<file path="config.mk">
export PLATFORM = sky130hd
export DESIGN_NAME = pipe_ctrl
export DESIGN_NICKNAME = d
export VERILOG_FILES = /design/src/verilog/rv_isa_pkg.sv /design/src/verilog/pipe_pkg.sv /design/src/verilog/pipe_ctrl.sv
export SDC_FILE = /design/constraint.sdc
export NUM_CORES = 1
export LEC_CHECK = 0
export ABC_AREA = 1
export CAP_MARGIN = 20
export CORE_AREA = 2 2 69 71
export DETAILED_ROUTE_END_ITERATION = 6
export DIE_AREA = 0 0 71 73
export DONT_BUFFER_PORTS = 1
export GPL_TIMING_DRIVEN = 0
export HOLD_SLACK_MARGIN = 0.05
export MAX_ROUTING_LAYER = met4
export PLACE_DENSITY_LB_ADDON = 0.25
export SLEW_MARGIN = 20
export SYNTH_ARGS = -nofsm -noshare
export SYNTH_HDL_FRONTEND = slang
export SYNTH_SLANG_ARGS = --single-unit
</file>
<file path="constraint.sdc">
create_clock -name clk -period 1.45 [get_ports clk]
set_input_delay 0.145 -clock clk [delete_from_list [all_inputs] [get_ports clk]]
set_output_delay 0.145 -clock clk [all_outputs]
set_load 0.01 [all_outputs]
</file>
<file path="src/verilog/rv_isa_pkg.sv">
package rv_isa_pkg;

  // datapath width
  localparam int XLEN = 32;
  typedef logic [XLEN-1:0] word_t;

  localparam int NUM_REGS = 32;
  typedef logic [$clog2(NUM_REGS)-1:0] reg_idx_t;

  // instruction ROM, word addressed
  localparam int ROM_WORDS = 256;
  typedef logic [$clog2(ROM_WORDS)-1:0] rom_addr_t;

  typedef logic [6:0] opcode_t;

  // opcodes kept by this core
  localparam opcode_t OP_LUI     = 7'b0110111;
  localparam opcode_t OP_REG_IMM = 7'b0010011;
  localparam opcode_t OP_REG_REG = 7'b0110011;
  localparam opcode_t OP_BRANCH  = 7'b1100011;
  localparam opcode_t OP_ENVIRON = 7'b1110011;

  // funct7, alternate form selects sub and sra
  localparam logic [6:0] F7_BASE = 7'b0000000;
  localparam logic [6:0] F7_ALT  = 7'b0100000;

  localparam word_t ECALL_INSN = 32'h0000_0073;
  localparam word_t PC_STEP    = 32'd4;

endpackage

</file>
<file path="src/verilog/pipe_pkg.sv">
package pipe_pkg;

  // what occupies a slot as it moves down the pipe
  typedef enum logic [2:0] {
    INVALID      = 3'd0,
    RESET        = 3'd1,
    NO_STALL     = 3'd2,
    TAKEN_BRANCH = 3'd4
  } cycle_status_e;

  // fetch to decode
  typedef struct packed {
    rv_isa_pkg::word_t pc;
    rv_isa_pkg::word_t insn;
  } decode_t;

  // decode to execute, register file data before bypass
  typedef struct packed {
    rv_isa_pkg::word_t pc;
    rv_isa_pkg::word_t insn;
    rv_isa_pkg::word_t rs1_data;
    rv_isa_pkg::word_t rs2_data;
  } execute_t;

  // execute to memory and memory to writeback
  typedef struct packed {
    rv_isa_pkg::word_t    pc;
    rv_isa_pkg::word_t    insn;
    rv_isa_pkg::reg_idx_t rd;
    logic                 rd_we;
    logic                 is_ecall;
    rv_isa_pkg::word_t    result;
  } result_t;

endpackage

</file>
<file path="src/verilog/pipe_ctrl.sv">
`timescale 1ns/1ps

module pipe_ctrl (
  input  logic                    clk,
  input  logic                    rst,
  input  logic                    branch_taken_i,
  input  rv_isa_pkg::word_t       branch_target_i,
  input  pipe_pkg::result_t       wb_slot_i,
  input  pipe_pkg::cycle_status_e wb_status_i,
  output rv_isa_pkg::word_t       pc_o,
  output logic                    flush_o,
  output logic                    halt_o,
  output logic                    retire_valid_o,
  output logic                    rf_we_o
);

  typedef enum logic {
    RUN,
    HALTED
  } state_e;

  state_e state;

  // commit gating at writeback
  assign retire_valid_o = (state == RUN) && (wb_status_i == pipe_pkg::NO_STALL);
  assign rf_we_o        = retire_valid_o && wb_slot_i.rd_we;
  // rises with the retiring ECALL, held by the state afterwards
  assign halt_o         = (state == HALTED) || (retire_valid_o && wb_slot_i.is_ecall);

  // taken branch squashes decode and execute
  assign flush_o = branch_taken_i;

  always_ff @(posedge clk) begin
    if (rst) begin
      state <= RUN;
    end else begin
      case (state)
        RUN: begin
          if (halt_o) begin
            state <= HALTED;
          end
        end
        default: state <= HALTED;
      endcase
    end
  end

  always_ff @(posedge clk) begin
    if (rst) begin
      pc_o <= '0;
    end else if (state == RUN) begin
      if (branch_taken_i) begin
        pc_o <= branch_target_i;
      end else begin
        pc_o <= pc_o + rv_isa_pkg::PC_STEP;
      end
    end
  end

endmodule

</file>
**Word-level counts from Yosys, hierarchy flattened**

Cells that the tools add are included.

- Add/sub/neg operators: 1
- Eq/ne operators: 1
- Multiplexer cells: 3
- Bitwise gates (word level): 1
- Reduce and logical (&&, ||, !) cells: 4

Operators with widths:

| cell | number |
|---|---|
| adder 32 x 3 -> 32 bit, second input constant | 1 |
| 2-to-1 mux 32 bit | 1 |
| equality test 3 x 2 -> 1 bit, second input constant | 1 |
| logical AND 1 bit | 3 |
| 2-to-1 mux 1 bit | 2 |
| logical OR 1 bit | 1 |
| inverter 1 bit | 1 |

- Bits in registers: 33
- Input bits: 141
- Output and inout bits: 36
- Word-level logic and storage cells: 12

**Depth between registers and ports, before layout**

Gate-level depths: netlist of the first run.

- Depth in word-level cells: 6
- Depth in mapped cells: 9

**Least setup slack after synthesis of the first run**

No wires, ideal clock.

- Kind: flip-flop to flip-flop
- From: reg pc_o[2]
- To: reg pc_o[26]
- Setup time: 0.122 ns
- Arrival time: 1.325 ns
- Slack: 0.003 ns
- Cell stages (with the launch flop): 9
- Clock period less this slack: 1.447 ns
- Path through: dfxtp_1 > ha_1 > nand2_2 > nor2_4 > nand2_4 > nor2_4 > nand3_1 > nand3_2 > a21oi_2

- Longest elaborated chain between the ends: 2

Ends and longest elaborated chain:

| element | line | RTL |
|---|---|---|
| from (decl) | pipe_ctrl.sv:10 | `output rv_isa_pkg::word_t pc_o,` |
| from (signal assigned) | pipe_ctrl.sv:53 | `pc_o <= branch_target_i;` |
| from (signal assigned) | pipe_ctrl.sv:55 | `pc_o <= pc_o + rv_isa_pkg::PC_STEP;` |
| adder 32 x 3 -> 32 bit | pipe_ctrl.sv:55 |  |
| 2-to-1 mux 32 bit | pipe_ctrl.sv:52 | `if (branch_taken_i) begin` |

Every way passes these cells.
A chain may end at the register's enable or synchronous reset.

**Worst setup path in the final report of the first run**

- From: reg pc_o[3]
- To: reg pc_o[10]

Same word-level chain as after synthesis.

==> reports/results.tsv, run 1 <==
metric	value	unit
status	finished with violations	
failing checks	negative setup slack	
Gate Count Post-Synth	371	
Synth Area in Adders	0.00556	
WL final	7.13	mm
full die area	0.00518	mm^2
final hold viol count	0	
Synth cell types	28	
R2R Setup Slk	-0.01	ns
first-pass GRT wire length	11.3	mm
Worst slew margin	0.628	
largest net degree at the start of global routing	11	
Hold/Removal Path Class	input port to flop	
antenna violations before repair	0	
CP endpoint kind	flop	
worst reg-to-reg path cell count	9	
Clock Path Buffers	2	
synthesized net count	513	
Avg Cell Area, Syn	6.06	um^2
Antenna Diode Count	0	
synthesized flop and latch total	33	
Async SR Flop Fraction	0	
WS Path Type	flop to flop	
worst slew pin tran	0.558	ns
num rows	25	
Max FO, Critical Path	5	
xor/xnor share of the synthesized area	0.00390	
core box area	0.00454	mm^2
Placer Congestion	1.01	
max cap viols	0	
clock slew at reported path FFs	0.07	ns
CTS Buf Count	5	
main combinational cell family by area after synthesis	simple AND/OR/NAND/NOR gates	
Primary FF master, synth	dfxtp_1	
io pins	177	
chip height	73	um
Die Wd	71	um
most frequent cells in the layout	nand2_1, a21oi_1, nor2_1, nand3_1, inv_1	
wire per inst	15.8	um
critical path startpoint category	flop	
CTS tree	yes	
GRT Util Overall	0.288	
residual DRC count	0	
Vias	2584	
simple logic cell fraction of the synthesized area	0.421	
grt met3 use	0.0608	
Vias/cell	5.72	
Clock Latency Late Sink	0.30	ns
Achievable Freq	684	MHz
worst r2r src	pc_o[3]	
Power Dens Cells	821	mW/mm^2
Syn Std Cell Area	0.00225	mm^2
TritonRoute pass-1 iters	5	
CTS root buf	clkbuf_8	
RSZ-0062 raised after global routing	true	
Starting Density	0.496	
htree depth	2	
Pleak	1.03	nW
GR Util met1	0.356	
grt total ovfl	0	
mux cell area share after synthesis	0	
initial DRC count	187	
r2r endpoint	pc_o[10]	
post-synthesis compound-gate area fraction	0.190	
remaining antenna violation count	0	
HPWL after DPL	4.97	mm
Inst Count DP	425	
crit path time final	1.46	ns
share of cells above drive strength 1	0.246	
Synth-to-Final Area Change	22.6	%
worst setup path start	pc_o[3]	
Layout Nets	539	
fin. max-slew vios	0	
period utilisation layout	1.01	
most common cell after layout, fill and taps aside	nand2_1	
GRT met2 Usage	0.476	
CP arrival	1.68	ns
VDD IR max	588	uV
Util after Layout	0.608	
endpoints failing setup	1	
Sink Count	33	
setup ws final	-0.0129	ns
Setup Skew	0.00789	ns
layer with the highest usage	met2	
Required @ worst endpoint	1.66	ns
Post-synth EDFFs	0	
crit path capture	pc_o[10]	
vias in the first global route	2395	
Post-Layout Cell Count	452	
yosys warns	0	
Port Buf Inserts	0	
register area share after synthesis	0.294	
## layout make-up
class                           count  area [um^2]
Timing Repair Buffer               19          176
Fill cell                         450         1780
Clock buffer                        7         96.3
Inverter                           31          121
Sequential cell                    33          724
Buffer                             16         82.6
Multi-Input combinational cell    291         1480
Tap cell                           54         67.6
Clock inverter                      1         5.00
## worst max-delay path: stages, from the launching register on
cell,delay (ns)
dfxtp_4,0.40
ha_4,0.16
nand2_4,0.06
nor2_4,0.15
nand2_4,0.11
buf_4,0.15
buf_4,0.12
nand2_1,0.04
nand3_1,0.07
a31oi_1,0.13
## cell families (layout without fill, tap and decap cells)
kind of cell,Yosys count,count (layout)
AOI/OAI and AO/OA,78,78
adders and majority gates,1,1
buffers and inverters,47,74
xor gates and xnor gates,1,1
and+or+nand+nor,211,211
DFF,33,33
## repair_timing
action,4_1_cts,5_1_grt
resized for setup,18,53
endpoints found under the hold margin,11,0
hold buffers,12,0
endpoints found under the setup margin,15,25
setup buffers,4,3
pin swaps,4,13
## worst min-delay path by stage
stage | startpoint | to | slack [ns] | cells past startpoint
finish | branch_target_i[28] | pc_o[28] | 0.05 | 2
floorplan | rst | state | 0.21 | 1
CTS | branch_target_i[27] | pc_o[27] | 0.05 | 2
detailed placement | rst | state | 0.22 | 1
global route | branch_target_i[7] | pc_o[7] | 0.06 | 1
global placement | rst | state | 0.22 | 1
## Yosys cell counts (4+ instances only)
cell	n	area [um^2]
inv_1	26	97.6
nor2_2	5	31.3
o21ai_0	23	115
o211ai_1	5	37.5
clkbuf_1	9	33.8
nand2_2	5	31.3
nand3_1	29	145
nor2_4	7	78.8
nand2_1	109	409
nor3_1	5	25.0
buf_2	4	20.0
inv_2	5	18.8
nor2_1	42	158
a21oi_1	42	210
dfxtp_1	33	661
## flip-flops by register name (all words and copies together), names as in the netlist
register	flops
state	1
pc_o	32
## metrics by stage
stage	setup slack, ns	total power, mW	hold slack, ns	area, um^2	TNS (ns)
finish	-0.0129	2.26	0.0528	2760	-0.0129
floorplan	0.00334	1.34	0.214	2250	0
detailed placement	-0.212	1.43	0.218	2320	-1.63
global route	-0.112	2.37	0.0648	2760	-0.938
global placement	-0.182	1.42	0.217	2320	-1.33
CTS	0.00668	2.25	0.0547	2620	0
## report_power, final
part           switching [mW]  internal, mW
registers               0.142         0.981
clock network           0.363         0.429
logic                   0.208         0.142
## per-layer routing
metal | vias to the layer above | wire [um]
met5 | - | 0
met4 | 0 | 109
met3 | 15 | 635
met2 | 118 | 3340
met1 | 1184 | 3050
li1 | 1267 | -
No activity file was read; power rests on OpenSTA's default activity.
==> run 2: changes to the inputs <==
--- a/config.mk
+++ b/config.mk
@@ -15,6 +15,7 @@
 export HOLD_SLACK_MARGIN = 0.05
 export MAX_ROUTING_LAYER = met4
 export PLACE_DENSITY_LB_ADDON = 0.25
+export SETUP_SLACK_MARGIN = 0.3
 export SLEW_MARGIN = 20
 export SYNTH_ARGS = -nofsm -noshare
 export SYNTH_HDL_FRONTEND = slang
==> run 2 against run 1 <==
Effect of this change:
- the flow still finishes with violations (negative setup slack)
- register-to-register slack about the same
- clock power down 14%
- sequential share of layout area down 0.68 points
- routed wire length up 1.0%
- utilization up 1.6 points
- largest power group unchanged
- non-clock buffer count up 3
- cell count up 0.66%
- largest cell class unchanged
==> reports/results.tsv, run 2 (synthesis results as in run 1) <==
metric	value	unit	change
Achievable Freq	679	MHz	was 684 MHz
CP arrival	1.69	ns	was 1.68 ns
most frequent cells in the layout	nand2_1, a21oi_1, nor2_1, nand3_1, inv_1		unchanged
period utilisation layout	1.02		was 1.01
GRT Util Overall	0.287		was 0.288
highest cell delay on the worst timing path	0.40	ns	about the same
failing checks	negative setup slack		unchanged
Layout fillers	420		was 450
grt total ovfl	0		unchanged
fin. max-slew vios	0		unchanged
Pleak	1.07	nW	was 1.03 nW
Starting Density	0.496		unchanged
Hold/Removal Path Class	input port to flop		unchanged
Inst Count DP	425		unchanged
Slowest cell on crit path	dfxtp_4		unchanged
R2R Setup Slk	-0.02	ns	was -0.01 ns
largest net degree at the start of global routing	11		unchanged
status	finished with violations		unchanged
Sink Count	33		unchanged
CP endpoint kind	flop		unchanged
io pins	177		unchanged
core box area	0.00454	mm^2	unchanged
Setup Skew	0.00514	ns	was 0.00789 ns
Worst slew margin	0.636		was 0.628
HPWL after DPL	4.95	mm	was 4.97 mm
critical path startpoint category	flop		unchanged
remaining antenna violation count	0		unchanged
Power Dens Cells	771	mW/mm^2	was 821 mW/mm^2
residual DRC count	0		unchanged
register area	724	um^2	unchanged
TritonRoute pass-1 iters	5		unchanged
WHS	0.0603	ns	was 0.0528 ns
crit path time final	1.47	ns	was 1.46 ns
wire per inst	15.8	um	about the same
num rows	25		unchanged
vias in the first global route	2337		was 2395
worst setup path start	pc_o[2]		was pc_o[3]
Required @ worst endpoint	1.67	ns	was 1.66 ns
Clock Path Buffers	2		unchanged
worst r2r src	pc_o[2]		was pc_o[3]
Clock Latency Late Sink	0.29	ns	was 0.30 ns
Die Wd	71	um	unchanged
Biggest register	pc_o		unchanged
Layout Nets	542		was 539
Post-Layout Cell Count	455		was 452
most common cell after layout, fill and taps aside	nand2_1		unchanged
Cell Chain, Critical Path	ha_4 > nand2_4 > nor2_4 > nand2_4 > nor2_4 > nand2_1 > nand2_1 > nand3_1 > a21oi_2		was ha_4 > nand2_4 > nor2_4 > nand2_4 > buf_4 > buf_4 > nand2_1 > nand3_1 > a31oi_1
Max FO, Critical Path	6		was 5
full die area	0.00518	mm^2	unchanged
VDD IR max	765	uV	was 588 uV
Top Registers	pc_o x32, state x1		unchanged
WL final	7.20	mm	was 7.13 mm
endpoints failing setup	1		unchanged
CTS tree	yes		unchanged
Placement Cell Area	0.00239	mm^2	was 0.00232 mm^2
Placer Congestion	0.997		was 1.01
fin area	0.00283	mm^2	was 0.00276 mm^2
RSZ-0062 raised after global routing	true		unchanged
first-pass GRT wire length	11.3	mm	about the same
worst slew pin tran	0.547	ns	was 0.558 ns
final hold viol count	0		unchanged
htree depth	2		unchanged
Vias	2591		was 2584
initial DRC count	156		was 187
Port Buf Inserts	0		unchanged
crit path capture	pc_o[20]		was pc_o[10]
clock slew at reported path FFs	0.07	ns	about the same
Util after Layout	0.624		was 0.608
antenna violations before repair	0		unchanged
max cap viols	0		unchanged
CTS Buf Count	5		unchanged
worst reg-to-reg path cell count	9		unchanged
Vias/cell	5.69		was 5.72
share of cells above drive strength 1	0.284		was 0.246
r2r endpoint	pc_o[20]		was pc_o[10]
setup ws final	-0.0223	ns	was -0.0129 ns
Synth-to-Final Area Change	25.9	%	was 22.6%
WS Path Type	flop to flop		unchanged
chip height	73	um	unchanged
max reg flops	32		unchanged
CTS root buf	clkbuf_8		unchanged
Multi-input gate area	0.00156	mm^2	was 0.00148 mm^2
Antenna Diode Count	0		unchanged
## run 2: critical path: cells and delay by family (launching register included)
kind                     cells  cell delay, ns
AO/OA/AOI/OAI                1            0.12
adder cells (fa/ha/maj)      1            0.15
flip-flops                   1            0.40
AND/OR/NAND/NOR              7            0.73
## run 2: layout make-up
type / count / area share
repair buffers: 22 / 0.0654
well taps: 54 / 0.0239
inverters: 31 / 0.0446
multi-input cells: 291 / 0.550
clock buffers: 8 / 0.0283
plain buffers: 16 / 0.0323
flip-flops and latches: 33 / 0.256
## run 2: report_power, final
group	internal [mW]	switching, mW
combinational	0.154	0.219
clock	0.341	0.338
sequential	0.981	0.149
## run 2: timing repair
action / 4_1_cts / 5_1_grt
setup buffers: 9 / 5
endpoints found under the setup margin: 36 / 34
hold buffers: 8 / 0
gates resized for setup: 35 / 31
pin swaps: 11 / 8
hold endpoints to repair: 7 / 0
## run 2: worst min-delay path by stage
stage | start | cells past startpoint | end | slack [ns]
final | branch_target_i[23] | 2 | pc_o[23] | 0.06
after global routing | branch_target_i[14] | 2 | pc_o[14] | 0.05
after CTS | branch_target_i[31] | 2 | pc_o[31] | 0.05
after detailed placement | rst | 1 | state | 0.22
after global placement | rst | 1 | state | 0.22
after floorplan | rst | 1 | state | 0.21
## run 2: stage by stage
stage	power, mW	setup slack (ns)	TNS, ns
6_report	2.18	-0.0223	-0.0223
5_1_grt	2.30	-0.124	-0.783
4_1_cts	2.16	0.0112	0
3_5_place_dp	1.44	0.00701	0
3_3_place_gp	1.43	0.0240	0
2_1_floorplan	1.35	0.148	0
## run 2: routing by layer
layer  wire length (um)  GRT usage  part of all wire  vias up
li1                   -          -                 -     1275
met1               3100      0.365              0.43     1172
met2               3320      0.443              0.46      126
met3                602     0.0649             0.084       18
met4                179      0.111             0.025        0
met5                  0          -                 0        -
==> run 3: changes to the inputs <==
--- a/config.mk
+++ b/config.mk
@@ -7,9 +7,10 @@
 export LEC_CHECK = 0
 export ABC_AREA = 1
 export CAP_MARGIN = 20
-export CORE_AREA = 2 2 69 71
+export CORE_ASPECT_RATIO = 0.75
+export CORE_MARGIN = 2
+export CORE_UTILIZATION = 55
 export DETAILED_ROUTE_END_ITERATION = 6
-export DIE_AREA = 0 0 71 73
 export DONT_BUFFER_PORTS = 1
 export GPL_TIMING_DRIVEN = 0
 export HOLD_SLACK_MARGIN = 0.05
==> constraint.sdc (replaced) <==
create_clock -name clk -period 1.45 [get_ports clk]
set_input_delay 0.145 -clock clk [delete_from_list [all_inputs] [get_ports clk]]
set_output_delay 0.145 -clock clk [all_outputs]
set_load 0.005 [all_outputs]
==> run 3 against run 2 <==
Effect of this change:
- the flow still finishes with violations (negative setup slack)
- setup slack worse by 0.10 ns
- clock skew increased by 0.0050 ns
- clock power increased by 3.2%
- via count grew 9.9%
- power is 2.5% higher
- fmax is 6.6% lower
- routed wire length rose by 18%
- critical endpoint is now pc_o[12]
- largest cell class unchanged
==> reports/results.tsv, run 3 (synthesis results as in run 1) <==
metric	value	unit	change
status	finished with violations		unchanged
failing checks	negative setup slack		unchanged
Required @ worst endpoint	1.65	ns	was 1.67 ns
Synth-to-Final Area Change	31.6	%	was 25.9%
WL final	8.49	mm	was 7.20 mm
Die Wd	77.8	um	was 71 um
Achievable Freq	634	MHz	was 679 MHz
Post-Layout Cell Count	459		was 455
share of cells above drive strength 1	0.317		was 0.284
Clock Latency Late Sink	0.29	ns	about the same
max reg flops	32		unchanged
VDD IR max	591	uV	was 765 uV
crit path time final	1.58	ns	was 1.47 ns
CP arrival	1.78	ns	was 1.69 ns
CTS Buf Count	5		unchanged
R2R Setup Slk	-0.13	ns	was -0.02 ns
residual DRC count	0		unchanged
Port Buf Inserts	0		unchanged
Vias	2847		was 2591
largest net degree at the start of global routing	11		unchanged
WS Path Type	flop to flop		unchanged
core box area	0.00398	mm^2	was 0.00454 mm^2
wire per inst	18.5	um	was 15.8 um
grt total ovfl	0		unchanged
CTS root buf	clkbuf_8		unchanged
max cap viols	0		unchanged
Hold/Removal Path Class	input port to flop		unchanged
Max FO, Critical Path	6		unchanged
endpoints failing setup	9		was 1
worst slew pin tran	0.585	ns	was 0.547 ns
final hold viol count	0		unchanged
fin. max-slew vios	0		unchanged
HPWL after DPL	5.09	mm	was 4.95 mm
RSZ-0062 raised after global routing	true		unchanged
Biggest register	pc_o		unchanged
Util after Layout	0.743		was 0.624
Worst slew margin	0.610		was 0.636
Antenna Diode Count	0		unchanged
Placer Congestion	0.893		was 0.997
full die area	0.00462	mm^2	was 0.00518 mm^2
initial DRC count	456		was 156
setup ws final	-0.126	ns	was -0.0223 ns
Vias/cell	6.20		was 5.69
antenna violations before repair	0		unchanged
Top Registers	pc_o x32, state x1		unchanged
most common cell after layout, fill and taps aside	nand2_1		unchanged
Sink Count	33		unchanged
io pins	177		unchanged
GRT Util Overall	0.352		was 0.287
clock slew at reported path FFs	0.08	ns	was 0.07 ns
CTS tree	yes		unchanged
TritonRoute pass-1 iters	7		was 5
period utilisation layout	1.09		was 1.02
Layout Nets	545		was 542
Setup Skew	0.0102	ns	was 0.00514 ns
CP endpoint kind	flop		unchanged
first-pass GRT wire length	12.1	mm	was 11.3 mm
Clock Path Buffers	2		unchanged
Power Dens Cells	756	mW/mm^2	was 771 mW/mm^2
remaining antenna violation count	0		unchanged
Pleak	1.13	nW	was 1.07 nW
most frequent cells in the layout	nand2_1, a21oi_1, nor2_1, nand3_1, inv_1		unchanged
critical path startpoint category	flop		unchanged
Total Power	2.24	mW	was 2.18 mW
vias in the first global route	2451		was 2337
Inst Count DP	426		was 425
htree depth	2		unchanged
chip height	59.4	um	was 73 um
num rows	20		was 25
Starting Density	0.565		was 0.496
run 3: area by class of cell:
type / count / area, um^2
buffer: 16 / 111
timing repair buffer: 25 / 249
multi-input combinational: 291 / 1600
fill: 300 / 1020
inverter: 31 / 124
tap: 55 / 68.8
sequential: 33 / 729
clock buffer: 8 / 80.1
run 3: where the power goes:
part / leakage, nW / internal [mW] / switching [mW]
sequential: 0.286 / 0.979 / 0.129
combinational: 0.808 / 0.175 / 0.251
clock: 0.0395 / 0.342 / 0.360
total: 1.13 / 1.50 / 0.740
run 3: path summary, 6_finish.rpt:
kind | from | cells past startpoint | endpoint
min reg2reg | pc_o[0] | 2 | pc_o[0]
max reg2reg | pc_o[2] | 9 | pc_o[12]
min | branch_target_i[7] | 1 | pc_o[7]
max | pc_o[2] | 9 | pc_o[12]
run 3: metal layers:
metal,track usage,vias up,part of all wire
met3,0.0808,58,0.12
met4,0.120,0,0.051
met2,0.517,239,0.44
met5,-,-,0
li1,-,1280,-
met1,0.480,1270,0.39
run 3: metrics by stage:
step / setup WS (ns) / TNS (ns) / instance area (um^2) / hold WS, ns
after global routing: -0.206 / -1.09 / 2960 / 0.0520
after detailed placement: -0.0307 / -0.0464 / 2370 / 0.218
final: -0.126 / -0.484 / 2960 / 0.0484
after floorplan: 0.171 / 0 / 2300 / 0.214
after global placement: -0.00689 / -0.00689 / 2370 / 0.215
after CTS: 0.0279 / 0 / 2690 / 0.0520
run 3: repair_timing:
action                     4_1_cts  5_1_grt
cloned                           0        2
gates resized for setup         49       49
pin swaps                        9        6
setup endpoints to repair       36       35
hold buffers                     6        0
setup buffers                    7       10
hold endpoints to repair         5        0
run 3: worst max-delay path, cell delays in order (launching register included):
cell and delay, ns:
dfxtp_4 0.40, ha_4 0.16, nand2_4 0.06, nor2_4 0.17
nand2_4 0.11, nor2_4 0.16, nand2_1 0.08, nand2_1 0.09
nand2_1 0.08, a21oi_1 0.16
